[config.mk]
export PLATFORM = sky130hd
export DESIGN_NAME = cpu_core
export DESIGN_NICKNAME = d
export VERILOG_FILES = /design/src/source/cpu_bus_pkg.sv /design/src/source/cpu_isa_pkg.sv /design/src/source/control_unit.sv /design/src/source/cpu_core.sv /design/src/source/execution_unit.sv /design/src/source/program_counter.sv
export SDC_FILE = /design/constraint.sdc
export NUM_CORES = 1
export LEC_CHECK = 0
export BUFFER_PORTS_ARGS = -buffer_cell sky130_fd_sc_hd__buf_2
export CAP_MARGIN = 20
export CORE_ASPECT_RATIO = 1.2
export CORE_MARGIN = 10
export CORE_UTILIZATION = 43
export CTS_CLUSTER_SIZE = 25
export DETAILED_ROUTE_END_ITERATION = 8
export PLACE_DENSITY = 0.68
export SYNTH_ARGS = -nofsm -noshare
export SYNTH_HDL_FRONTEND = slang
export SYNTH_HIERARCHICAL = 1
export SYNTH_SLANG_ARGS = --single-unit
[constraint.sdc]
create_clock -name clk -period 17.3 [get_ports clk]
set_input_delay 1.73 -clock clk [delete_from_list [all_inputs] [get_ports clk]]
set_output_delay 1.73 -clock clk [all_outputs]
set_load 0.02 [all_outputs]
[src/source/cpu_bus_pkg.sv]
`default_nettype none

package cpu_bus_pkg;

   // Word addressed Wishbone bus
   typedef logic [15:0] wb_adr_t;
   typedef logic [15:0] wb_dat_t;

   // First fetch address
   localparam wb_adr_t reset_vector = 16'h0000;

endpackage

`default_nettype wire

[src/source/cpu_isa_pkg.sv]
`default_nettype none

package cpu_isa_pkg;

   typedef logic [15:0] word_t;     // Data or instruction word
   typedef logic [2:0]  reg_adr_t;  // Register file index

   // Opcode field, instruction bits 15:9
   typedef enum logic [6:0] {
      op_add  = 7'h70,
      op_sub  = 7'h71,
      op_cmp  = 7'h72,
      op_mov  = 7'h73,
      op_shl  = 7'h74,
      op_shr  = 7'h75,
      op_inc  = 7'h76,
      op_dec  = 7'h77,
      op_ld   = 7'h78,
      op_sto  = 7'h79,
      op_ldi  = 7'h7A,
      op_halt = 7'h7B,
      op_je   = 7'h7C,
      op_jne  = 7'h7D,
      op_jc   = 7'h7E,
      op_jmp  = 7'h7F
   } opcode_t;

   typedef enum logic [3:0] {
      alu_pass = 4'b0000,
      alu_inc  = 4'b0010,
      alu_dec  = 4'b0011,
      alu_add  = 4'b0100,
      alu_sub  = 4'b0101,
      alu_shr  = 4'b0110,
      alu_shl  = 4'b0111
   } alu_op_t;

   // Execute states follow the decode, one per opcode
   typedef enum logic [4:0] {
      st_reset      = 5'd0,
      st_fetch      = 5'd1,
      st_decode     = 5'd2,
      st_add        = 5'd3,
      st_sub, st_cmp, st_mov, st_inc, st_dec, st_shl, st_shr,
      st_ld, st_sto, st_ldi, st_je, st_jne, st_jc, st_jmp,
      st_halt       = 5'd18,
      st_illegal_op = 5'd31
   } cu_state_t;

   // Low status bits shown while executing
   localparam logic [4:0] sc_add  = 5'b00000;
   localparam logic [4:0] sc_sub  = 5'b00001;
   localparam logic [4:0] sc_cmp  = 5'b00010;
   localparam logic [4:0] sc_mov  = 5'b00011;
   localparam logic [4:0] sc_shl  = 5'b00100;
   localparam logic [4:0] sc_shr  = 5'b00101;
   localparam logic [4:0] sc_inc  = 5'b00110;
   localparam logic [4:0] sc_dec  = 5'b00111;
   localparam logic [4:0] sc_ld   = 5'b01000;
   localparam logic [4:0] sc_sto  = 5'b01001;
   localparam logic [4:0] sc_ldi  = 5'b01010;
   localparam logic [4:0] sc_halt = 5'b01011;
   localparam logic [4:0] sc_je   = 5'b01100;
   localparam logic [4:0] sc_jne  = 5'b01101;
   localparam logic [4:0] sc_jc   = 5'b01110;
   localparam logic [4:0] sc_jmp  = 5'b01111;

endpackage

`default_nettype wire

[src/source/control_unit.sv]
`timescale 1ns/1ps
`default_nettype none

module control_unit (
   input  logic                  clk,
   input  logic                  reset,
   input  cpu_bus_pkg::wb_dat_t  wb_dat_i,
   input  logic                  wb_ack,
   input  logic                  n,
   input  logic                  z,
   input  logic                  c,
   output logic                  wb_cyc,
   output logic                  wb_stb,
   output logic                  wb_we,
   output logic                  adr_sel,
   output logic                  s_sel,
   output cpu_isa_pkg::reg_adr_t w_adr,
   output cpu_isa_pkg::reg_adr_t r_adr,
   output cpu_isa_pkg::reg_adr_t s_adr,
   output logic                  rw_en,
   output logic                  ir_ld,
   output logic                  pc_inc,
   output logic                  pc_ld,
   output logic                  pc_sel,
   output cpu_isa_pkg::alu_op_t  alu_op,
   output cpu_isa_pkg::word_t    ir,
   output logic [7:0]            status
);

   import cpu_isa_pkg::*;

   cu_state_t state;
   cu_state_t next_state;
   logic      n_q, z_q, c_q;   // Present flags
   logic      flag_ld;
   logic      bus_gap;         // Idle cycle after every ack

   always_ff @(posedge clk or posedge reset) begin
      if (reset) begin
         state   <= st_reset;
         bus_gap <= 1'b0;
      end else begin
         state   <= next_state;
         bus_gap <= wb_cyc & wb_ack;
      end
   end

   always_ff @(posedge clk or posedge reset) begin
      if (reset) begin
         {n_q, z_q, c_q} <= 3'b000;
      end else if (flag_ld) begin
         {n_q, z_q, c_q} <= {n, z, c};
      end
   end

   always_ff @(posedge clk) begin
      if (ir_ld) begin
         ir <= wb_dat_i;      // Only asserted on the fetch ack
      end
   end

   // Control word and next state
   always_comb begin
      wb_cyc     = 1'b0;
      wb_stb     = 1'b0;
      wb_we      = 1'b0;
      adr_sel    = 1'b0;
      s_sel      = 1'b0;
      w_adr      = 3'b000;
      r_adr      = 3'b000;
      s_adr      = 3'b000;
      rw_en      = 1'b0;
      ir_ld      = 1'b0;
      pc_inc     = 1'b0;
      pc_ld      = 1'b0;
      pc_sel     = 1'b0;
      alu_op     = alu_pass;
      flag_ld    = 1'b0;
      status     = 8'hF0;
      next_state = state;

      case (state)
         st_reset: begin
            status     = 8'hFF;
            next_state = st_fetch;
         end
         st_fetch: begin
            status = 8'h80;
            if (!bus_gap) begin
               wb_cyc = 1'b1;
               wb_stb = 1'b1;
               if (wb_ack) begin
                  ir_ld      = 1'b1;
                  pc_inc     = 1'b1;
                  next_state = st_decode;
               end
            end
         end
         st_decode: begin
            status = 8'hC0;
            case (ir[15:9])
               op_add:  next_state = st_add;
               op_sub:  next_state = st_sub;
               op_cmp:  next_state = st_cmp;
               op_mov:  next_state = st_mov;
               op_shl:  next_state = st_shl;
               op_shr:  next_state = st_shr;
               op_inc:  next_state = st_inc;
               op_dec:  next_state = st_dec;
               op_ld:   next_state = st_ld;
               op_sto:  next_state = st_sto;
               op_ldi:  next_state = st_ldi;
               op_halt: next_state = st_halt;
               op_je:   next_state = st_je;
               op_jne:  next_state = st_jne;
               op_jc:   next_state = st_jc;
               op_jmp:  next_state = st_jmp;
               default: next_state = st_illegal_op;
            endcase
         end
         st_add, st_sub: begin   // R[8:6] <- R[5:3] op R[2:0]
            w_adr      = ir[8:6];
            r_adr      = ir[5:3];
            s_adr      = ir[2:0];
            rw_en      = 1'b1;
            alu_op     = (state == st_add) ? alu_add : alu_sub;
            flag_ld    = 1'b1;
            status     = {n_q, z_q, c_q, (state == st_add) ? sc_add : sc_sub};
            next_state = st_fetch;
         end
         st_cmp: begin
            r_adr      = ir[5:3];
            s_adr      = ir[2:0];
            alu_op     = alu_sub;   // Flags only, no write-back
            flag_ld    = 1'b1;
            status     = {n_q, z_q, c_q, sc_cmp};
            next_state = st_fetch;
         end
         st_mov: begin
            w_adr      = ir[8:6];
            s_adr      = ir[2:0];
            rw_en      = 1'b1;
            status     = {n_q, z_q, c_q, sc_mov};
            next_state = st_fetch;
         end
         st_shl, st_shr, st_inc, st_dec: begin
            w_adr   = ir[8:6];
            s_adr   = ir[2:0];
            rw_en   = 1'b1;
            flag_ld = 1'b1;
            case (state)
               st_shl: begin
                  alu_op = alu_shl;
                  status = {n_q, z_q, c_q, sc_shl};
               end
               st_shr: begin
                  alu_op = alu_shr;
                  status = {n_q, z_q, c_q, sc_shr};
               end
               st_inc: begin
                  alu_op = alu_inc;
                  status = {n_q, z_q, c_q, sc_inc};
               end
               default: begin
                  alu_op = alu_dec;
                  status = {n_q, z_q, c_q, sc_dec};
               end
            endcase
            next_state = st_fetch;
         end
         st_ld: begin   // R[8:6] <- M[R[2:0]]
            wb_cyc  = 1'b1;
            wb_stb  = 1'b1;
            adr_sel = 1'b1;
            s_sel   = 1'b1;
            r_adr   = ir[2:0];
            w_adr   = ir[8:6];
            status  = {n_q, z_q, c_q, sc_ld};
            if (wb_ack) begin
               rw_en      = 1'b1;
               next_state = st_fetch;
            end
         end
         st_sto: begin   // M[R[8:6]] <- R[2:0]
            wb_cyc  = 1'b1;
            wb_stb  = 1'b1;
            wb_we   = 1'b1;
            adr_sel = 1'b1;
            r_adr   = ir[8:6];
            s_adr   = ir[2:0];
            status  = {n_q, z_q, c_q, sc_sto};
            if (wb_ack) begin
               next_state = st_fetch;
            end
         end
         st_ldi: begin   // Immediate word follows the instruction
            wb_cyc = 1'b1;
            wb_stb = 1'b1;
            s_sel  = 1'b1;
            w_adr  = ir[8:6];
            status = {n_q, z_q, c_q, sc_ldi};
            if (wb_ack) begin
               rw_en      = 1'b1;
               pc_inc     = 1'b1;
               next_state = st_fetch;
            end
         end
         st_je: begin
            pc_ld      = z_q;
            status     = {n_q, z_q, c_q, sc_je};
            next_state = st_fetch;
         end
         st_jne: begin
            pc_ld      = ~z_q;
            status     = {n_q, z_q, c_q, sc_jne};
            next_state = st_fetch;
         end
         st_jc: begin
            pc_ld      = c_q;
            status     = {n_q, z_q, c_q, sc_jc};
            next_state = st_fetch;
         end
         st_jmp: begin
            s_adr      = ir[2:0];   // Target register
            pc_ld      = 1'b1;
            pc_sel     = 1'b1;
            status     = {n_q, z_q, c_q, sc_jmp};
            next_state = st_fetch;
         end
         st_halt: begin
            status = {n_q, z_q, c_q, sc_halt};
         end
         default: begin   // Illegal opcode trap, held until reset
            status     = 8'hF0;
            next_state = st_illegal_op;
         end
      endcase
   end

endmodule

`default_nettype wire

[src/source/cpu_core.sv]
`timescale 1ns/1ps
`default_nettype none

module cpu_core (
   input  logic                 clk,
   input  logic                 reset,
   input  cpu_bus_pkg::wb_dat_t wb_dat_i,
   input  logic                 wb_ack,
   output logic                 wb_cyc,
   output logic                 wb_stb,
   output logic                 wb_we,
   output cpu_bus_pkg::wb_adr_t wb_adr,
   output cpu_bus_pkg::wb_dat_t wb_dat_o,
   output logic [7:0]           status
);

   import cpu_isa_pkg::*;
   import cpu_bus_pkg::*;

   // Control word
   logic     adr_sel, s_sel;
   reg_adr_t w_adr, r_adr, s_adr;
   logic     rw_en, ir_ld;
   logic     pc_inc, pc_ld, pc_sel;
   alu_op_t  alu_op;

   word_t    ir;
   word_t    jump_target;
   wb_adr_t  pc;
   logic     n, z, c;   // ALU flags before capture

   control_unit u_control (
      .clk      (clk),
      .reset    (reset),
      .wb_dat_i (wb_dat_i),
      .wb_ack   (wb_ack),
      .n        (n),
      .z        (z),
      .c        (c),
      .wb_cyc   (wb_cyc),
      .wb_stb   (wb_stb),
      .wb_we    (wb_we),
      .adr_sel  (adr_sel),
      .s_sel    (s_sel),
      .w_adr    (w_adr),
      .r_adr    (r_adr),
      .s_adr    (s_adr),
      .rw_en    (rw_en),
      .ir_ld    (ir_ld),
      .pc_inc   (pc_inc),
      .pc_ld    (pc_ld),
      .pc_sel   (pc_sel),
      .alu_op   (alu_op),
      .ir       (ir),
      .status   (status)
   );

   program_counter u_pc (
      .clk         (clk),
      .reset       (reset),
      .pc_inc      (pc_inc),
      .pc_ld       (pc_ld),
      .pc_sel      (pc_sel),
      .ir          (ir),
      .jump_target (jump_target),
      .pc          (pc)
   );

   execution_unit u_exec (
      .clk         (clk),
      .reset       (reset),
      .w_adr       (w_adr),
      .r_adr       (r_adr),
      .s_adr       (s_adr),
      .rw_en       (rw_en),
      .s_sel       (s_sel),
      .adr_sel     (adr_sel),
      .alu_op      (alu_op),
      .pc          (pc),
      .wb_dat_i    (wb_dat_i),
      .n           (n),
      .z           (z),
      .c           (c),
      .jump_target (jump_target),
      .wb_adr      (wb_adr),
      .wb_dat_o    (wb_dat_o)
   );

endmodule

`default_nettype wire

[src/source/execution_unit.sv]
`timescale 1ns/1ps
`default_nettype none

module execution_unit (
   input  logic                  clk,
   input  logic                  reset,
   input  cpu_isa_pkg::reg_adr_t w_adr,
   input  cpu_isa_pkg::reg_adr_t r_adr,
   input  cpu_isa_pkg::reg_adr_t s_adr,
   input  logic                  rw_en,
   input  logic                  s_sel,
   input  logic                  adr_sel,
   input  cpu_isa_pkg::alu_op_t  alu_op,
   input  cpu_bus_pkg::wb_adr_t  pc,
   input  cpu_bus_pkg::wb_dat_t  wb_dat_i,
   output logic                  n,
   output logic                  z,
   output logic                  c,
   output cpu_isa_pkg::word_t    jump_target,
   output cpu_bus_pkg::wb_adr_t  wb_adr,
   output cpu_bus_pkg::wb_dat_t  wb_dat_o
);

   import cpu_isa_pkg::*;

   word_t regs [8];
   word_t r_val;      // R[r_adr]
   word_t s_val;      // R[s_adr]
   word_t alu_y;
   logic  alu_c;
   word_t wr_data;

   assign r_val = regs[r_adr];
   assign s_val = regs[s_adr];

   // ALU, carry is the 17th bit or the bit shifted out
   always_comb begin
      alu_c = 1'b0;
      case (alu_op)
         alu_inc: begin
            {alu_c, alu_y} = {1'b0, s_val} + 17'd1;
         end
         alu_dec: begin
            {alu_c, alu_y} = {1'b0, s_val} - 17'd1;   // Borrow when zero
         end
         alu_add: begin
            {alu_c, alu_y} = {1'b0, r_val} + {1'b0, s_val};
         end
         alu_sub: begin
            {alu_c, alu_y} = {1'b0, r_val} - {1'b0, s_val};
         end
         alu_shr: begin
            alu_y = {1'b0, s_val[15:1]};
            alu_c = s_val[0];
         end
         alu_shl: begin
            alu_y = {s_val[14:0], 1'b0};
            alu_c = s_val[15];
         end
         default: begin
            alu_y = s_val;   // Pass for MOV
         end
      endcase
   end

   assign n = alu_y[15];
   assign z = (alu_y == 16'h0000);
   assign c = alu_c;

   // Write-back from ALU or bus
   assign wr_data = s_sel ? wb_dat_i : alu_y;

   always_ff @(posedge clk or posedge reset) begin
      if (reset) begin
         for (int i = 0; i < 8; i++) begin
            regs[i] <= '0;
         end
      end else if (rw_en) begin
         regs[w_adr] <= wr_data;
      end
   end

   assign wb_adr      = adr_sel ? r_val : pc;
   assign wb_dat_o    = s_val;   // Store data
   assign jump_target = s_val;

endmodule

`default_nettype wire

[src/source/program_counter.sv]
`timescale 1ns/1ps
`default_nettype none

module program_counter (
   input  logic                clk,
   input  logic                reset,
   input  logic                pc_inc,
   input  logic                pc_ld,
   input  logic                pc_sel,
   input  cpu_isa_pkg::word_t  ir,
   input  cpu_isa_pkg::word_t  jump_target,
   output cpu_bus_pkg::wb_adr_t pc
);

   import cpu_bus_pkg::*;

   wb_adr_t offset;

   // Branch offset from ir[7:0], sign extended
   assign offset = {{8{ir[7]}}, ir[7:0]};

   always_ff @(posedge clk or posedge reset) begin
      if (reset) begin
         pc <= reset_vector;
      end else if (pc_ld) begin
         // PC already points past the branch here
         pc <= pc_sel ? jump_target : pc + offset;
      end else if (pc_inc) begin
         pc <= pc + 16'd1;
      end
   end

endmodule

`default_nettype wire

# Word-level counts from Yosys, hierarchy flattened
# Index checks and enable logic that the tools add are counted.
dict set report classes {
  n_shift 0
  mux 43
  n_bitwise 6
  order_cmp 4
  n_eq_ne 43
  add_sub_neg 6
  multipliers 0
  n_reduce_logical 16
  div 0
}
# op count
set op_table {}
lappend op_table {{two-way mux 16 bit} 10}
lappend op_table {{bitwise mux 128 bit} 1}
lappend op_table {{case mux 8 bit (15 select lines)} 1}
lappend op_table {{== test 7 bit (second input constant)} 16}
lappend op_table {{binary-select mux 16 bit (select 3 bit)} 2}
lappend op_table {{case mux 16 bit (6 select lines)} 1}
lappend op_table {{case mux 5 bit (16 select lines)} 1}
lappend op_table {{demux 16 bit (select 3 bit)} 1}
lappend op_table {{== test 5 x 4 -> 1 bit (second input constant)} 8}
lappend op_table {{case mux 5 bit (5 select lines)} 1}
lappend op_table {{== test 5 x 3 -> 1 bit (second input constant)} 4}
lappend op_table {{case mux 3 bit (3 select lines)} 2}
lappend op_table {{adder 16 x 1 -> 17 bit (second input constant)} 1}
lappend op_table {{adder 16 x 16 -> 17 bit} 1}
lappend op_table {{subtractor 16 x 1 -> 17 bit (second input constant)} 1}
lappend op_table {{subtractor 16 x 16 -> 17 bit} 1}
lappend op_table {{adder 16 x 1 -> 16 bit (second input constant)} 1}
lappend op_table {{adder 16 bit} 1}
lappend op_table {{== test 4 x 3 -> 1 bit (second input constant)} 4}
lappend op_table {{zero test 16 bit} 1}
lappend op_table {{== test 5 bit (second input constant)} 3}
lappend op_table {{two-way mux 5 bit} 3}
lappend op_table {{OR reduction 7 bit} 2}
lappend op_table {{OR reduction 13 bit} 1}
lappend op_table {{other kinds (26)} 50}
dict set report totals {
  out_inout_bits 43
  n_memories 0
  latchBits 0
  rom_bits 0
  ram_bits 0
  register_bits 169
}

# Logic depth before layout (Yosys ltp)
dict set report depth {
  ltp_word 11
  depth_mapped 26
}

# By module
# The synthesis kept the hierarchy.
# module area_per_inst_um2 cells_per_inst seq_area_each_um2 instances
set by_module_without_submodules {}
lappend by_module_without_submodules {execution_unit 10308.6 1108 3203.1 1}
lappend by_module_without_submodules {control_unit 1767.9 196 705.7 1}
lappend by_module_without_submodules {program_counter 1761.7 213 400.4 1}

# Worst setup path before layout
# No wires, ideal clock.
dict set report synth_path {
  kind {flip-flop to flip-flop}
  start {register u_control.state[1]}
  end {register u_control.z_q}
  setup_time_ps 65
  t_required_ps 17235
  stages_incl_launch_ff 24
  period_less_slack_ps 6285
  path_slack_ps 11015
  t_arrival_ps 6221
  cell_sequence {dfrtp_1 -> buf_6 -> nand2b_1 -> clkbuf_1 -> nor3_1 -> and2_1 -> a221o_1 -> clkbuf_1 -> buf_1 -> mux4_2 -> mux2_2 -> ha_1 -> clkbuf_1 -> nor2_1 -> a221oi_1 -> a31oi_1 -> o32ai_1 -> o31ai_1 -> xnor2_1 -> a2111o_1 -> a211oi_2 -> nand4b_1 -> nor4b_2 -> mux2_2}
}
dict set report synth_between {
  elab_chain_cells 10
}
# item line
set synth_lines {}
lappend synth_lines {{start: declaration} control_unit.sv:32} ;# cu_state_t state;
lappend synth_lines {{start signal: assignment} control_unit.sv:40} ;# state <= st_reset;
lappend synth_lines {{start signal: assignment} control_unit.sv:43} ;# state <= next_state;
lappend synth_lines {{== test 5 x 3 -> 1 bit or == test 5 x 2 -> 1 bit (tied branches)} control_unit.sv:82} ;# case (state)
lappend synth_lines {{OR reduction 3 bit (no line)} --}
lappend synth_lines {{case mux 3 bit (3 select lines) (*)} control_unit.sv:82}
lappend synth_lines {{net r_adr[0]} cpu_core.sv:22} ;# reg_adr_t w_adr, r_adr, s_adr;
lappend synth_lines {{inverter 3 -> 4 bit (not written as such) (*)} execution_unit.sv:33} ;# assign r_val = regs[r_adr];
lappend synth_lines {{binary-select mux 16 bit (select 3 bit) (*)} execution_unit.sv:33}
lappend synth_lines {{two-way mux 16 bit (not written as such) (*) (2 in a row)} execution_unit.sv:33}
lappend synth_lines {{subtractor 16 x 16 -> 17 bit or adder 16 x 16 -> 17 bit (tied branches)} {execution_unit.sv:50, execution_unit.sv:47}}
lappend synth_lines {{case mux 16 bit (6 select lines) (*)} execution_unit.sv:39} ;# case (alu_op)
lappend synth_lines {{net n} cpu_core.sv:30} ;# logic n, z, c;
lappend synth_lines {{zero test 16 bit (*)} execution_unit.sv:67} ;# assign z = (alu_y == 16'h0000);
lappend synth_lines {{net z} cpu_core.sv:30}
lappend synth_lines {{end signal: assignment} control_unit.sv:52} ;# {n_q, z_q, c_q} <= {n, z, c};
lappend synth_lines {{end: declaration} control_unit.sv:34} ;# logic n_q, z_q, c_q;
# Mark *: on every way through the listed nets, which the timed path passes. The rest lies on a longest branch. The select of a mux whose other input is x is not followed.
# A chain may end at the register's enable or synchronous reset.

# Final worst setup path
dict set report layout_path {
  start {register u_control.state[4]}
  end {register u_control.z_q}
}
dict set report layout_between {
  elab_chain_cells 10
}
# item line
set layout_lines {}
lappend layout_lines {{== test 5 x 3 -> 1 bit (tied with other cells)} control_unit.sv:82}
lappend layout_lines {{OR reduction 10 bit (no line) (*)} --}
lappend layout_lines {{two-way mux 3 bit (*)} control_unit.sv:82}
lappend layout_lines {{net s_adr[1]} cpu_core.sv:22}
lappend layout_lines {{inverter 3 -> 4 bit (not written as such) (*)} execution_unit.sv:34} ;# assign s_val = regs[s_adr];
lappend layout_lines {{binary-select mux 16 bit (select 3 bit) (*)} execution_unit.sv:34}
lappend layout_lines {{two-way mux 16 bit (not written as such) (*) (2 in a row)} execution_unit.sv:34}
lappend layout_lines {{subtractor 16 x 16 -> 17 bit (tied with other cells)} execution_unit.sv:50} ;# {alu_c, alu_y} = {1'b0, r_val} - {1'b0, s_val};
lappend layout_lines {{case mux 16 bit (6 select lines) (*)} execution_unit.sv:39}
lappend layout_lines {{net n} cpu_core.sv:30}
lappend layout_lines {{zero test 16 bit (*)} execution_unit.sv:67}
lappend layout_lines {{net z} cpu_core.sv:30}
# Marked as above.

==> run_results.csv <==
group,metric,value,unit
outcome,status,"finished clean",
finish,area_growth,7.69,%
sta,period_share,0.420,
cts,cts.path.max_buffers,2,
logic_synthesis,synth_compound_area_frac,0.207,
logic_synthesis,ys_ff_latch,169,
cts,root_buffer,"clkbuf_16",
sta,setup_viol,0,
floorplanning,die_y,217,um
critical_path,worst_setup_path_start_kind,"flip-flop",
floorplanning,num_io_pins,62,
route,viasPerCell,6.42,
logic_synthesis,synth_top_family_by_area,"compound AO/OA/AOI/OAI gates",
critical_path,r2r-start,"u_control/state[4]",
global_route,overflow,0,
logic_synthesis,synth_area,13800,um^2
critical_path,reg2regPathDepth,20,
cts,clock_latency,0.45,ns
sta,relSlewSlack,0.207,
global_route,antenna_found_initial,0,
cts,cts_hold_buf,0,
logic_synthesis,synthesis.nets,1590,
critical_path,critPathMaxFanout,66,
critical_path,worstSetupPathType,"reg2reg",
cts,clkTransAtPathRegs,0.07,ns
cts,clock-sinks,169,
critical_path,crit_path_end_kind,"flip-flop",
logic_synthesis,synth_simple_gate_area_frac,0.174,
cts,cts_resized,0,
route,drc_errors,0,
logic_synthesis,yosys_warnings,6,
logic_synthesis,synth_xor_area_frac,0.0291,
logic_synthesis,synthArstFlopShare,0.905,
run,drv_cap,0,
critical_path,arrival,7.65,ns
route,vias,12300,
critical_path,rr_endpoint,"u_control/z_q",
cts,cts_tree,"done",
global_route,grt_usage,0.223,
logic_synthesis,ys_types,101,
global_route,grt_max_degree,77,
finish,num_antenna_cells,0,
floorplanning,start_util,0.439,
finish,multi_input_area,8750,um^2
sta,holdWs,0.498,ns
route,firstDrtPassIters,6,
logic_synthesis,synth_fa_ha_area_frac,0.0505,
min_path,holdPathStages,2,
sta,rsz0062_at_grt,"no",
finish,regArea,4310,um^2
sta,finalHoldViolCount,0,
place,hpwl,32500,um
place,place_ws,10.26,ns
sta,fmax,138,MHz
cts,cts_setup_buffers,0,
cts,numCtsBuffers,17,
sta,tightestPinTransition,1.19,ns
sta,finalCriticalPeriod,7.27,ns
global_route,grt_pass1_wl,69000,um
route,wl_per_cell,23.4,um
floorplanning,core-area,31500,um^2
finish,layout_common_cells,"209 x nand2_1, 153 x dfrtp_1, 130 x o21ai_0",
cts,htree_levels,4,
floorplanning,num_rows,71,
logic_synthesis,avgSynthCellArea,9.12,um^2
route,routed_wirelength,44800,um
route,ant_nets,0,
logic_synthesis,synthMuxAreaShare,0.169,
place,gp_congestion,0.942,
critical_path,cp-endpoint,"u_control/z_q",
global_route,grt_pass1_vias,11800,
logic_synthesis,synthCells,1517,
finish,drive_gt1_frac,0.190,
critical_path,cp_data_required_time,17.69,ns
min_path,hold_path_class,"reg2reg",
floorplanning,die_area,39800,um^2
route,first_iter_violations,1433,
critical_path,crit_start,"u_control/state[4]",
logic_synthesis,ys.flop_type,"dfrtp_1",
logic_synthesis,synth-seq-area-share,0.311,
floorplanning,fp.dieW,184,um
finish,final_util,0.473,
sta,tns,0,ns
finish,layout_commonest_cell,"nand2_1",
sta,drv_slew,0,
logic_synthesis,synth-edff-count,16,
sta,fin_ws,10.03,ns
finish,num-fill-cells,2902,
finish,final_nets,1574,
sta,finClkSkew,0.00928,ns
critical_path,r2r_slack,10.03,ns
place,portBuffers,61,
[area by class of cell]
type                       count  area share
clock inverter                15      0.0135
tap                          401      0.0337
multi-input combinational   1176       0.587
inverter                      55      0.0142
timing repair buffer          82      0.0338
clock buffer                  17      0.0285
sequential                   169       0.289
[metal layers]
| metal | up-vias | GRT usage | share of wire |
|---|---|---|---|
| li1 | 5568 | - | - |
| met1 | 6008 | 0.268 | 0.39 |
| met2 | 599 | 0.374 | 0.49 |
| met3 | 121 | 0.0348 | 0.071 |
| met4 | 0 | 0.120 | 0.049 |
| met5 | - | 0 | 0 |
[registers in the layout, indices dropped and copies added, names as in the netlist]
register           flops
u_exec/regs          128
u_control/ir          16
u_pc/pc               16
u_control/state        5
u_control/bus_gap      1
u_control/c_q          1
u_control/n_q          1
u_control/z_q          1
[worst max-delay path, cell delays in order, from the launching register on]
cell	delay (ns)
dfrtp_1	0.94
nand2_1	0.19
o32ai_1	0.33
nand2b_1	0.23
a21boi_4	0.19
buf_4	0.74
mux2_2	0.32
nor2_1	0.04
or4_1	0.65
ha_1	0.49
nor2_1	0.07
a221oi_1	0.57
a31oi_1	0.27
o32ai_1	0.52
o31ai_1	0.14
xnor2_1	0.15
a2111o_1	0.53
a211oi_2	0.24
nand4b_1	0.13
nor4b_2	0.23
mux2_2	0.18
[cells by family (layout without fill, tap and decap cells)]
group | count (synthesis) | after routing
DFF | 169 | 169
muxes | 144 | 144
xor gates and xnor gates | 46 | 46
other | 1 | 1
buffers and inverters | 172 | 169
AOI/OAI and AO/OA | 438 | 438
and+or+nand+nor | 493 | 493
adders and majority gates | 54 | 54
[synth_stat cells, types with 19 or more instances]
cell type / count / share of area
a21oi_1: 76 / 0.027
buf_4: 22 / 0.012
clkbuf_1: 59 / 0.016
dfrtp_1: 153 / 0.28
ha_1: 51 / 0.046
inv_1: 45 / 0.012
mux2_2: 42 / 0.034
mux2i_1: 30 / 0.022
mux4_2: 58 / 0.094
nand2_1: 209 / 0.057
nand3_1: 42 / 0.015
nor2_1: 82 / 0.022
nor2b_1: 19 / 0.0086
nor3_1: 20 / 0.0072
o21ai_0: 130 / 0.047
o21ai_1: 35 / 0.013
o31ai_1: 21 / 0.011
xnor2_1: 36 / 0.023
[worst min path at each step]
stage	start	end
final	u_exec/regs[46]	u_exec/regs[46]
after global routing	u_exec/regs[79]	u_exec/regs[79]
after floorplan	u_exec/regs[99]	u_exec/regs[99]
after detailed placement	u_exec/regs[46]	u_exec/regs[46]
after global placement	u_exec/regs[99]	u_exec/regs[99]
after CTS	u_exec/regs[46]	u_exec/regs[46]
[metrics by stage]
stage,area (um^2),std cells
after global routing,14900,1915
after floorplan,13800,1517
after CTS,14800,1913
final,14900,1915
after global placement,14200,1881
after detailed placement,14200,1881
Power is left out: the tool's default activity adds up to more than one toggle a clock period on the data nets, which glitch-free logic cannot reach.
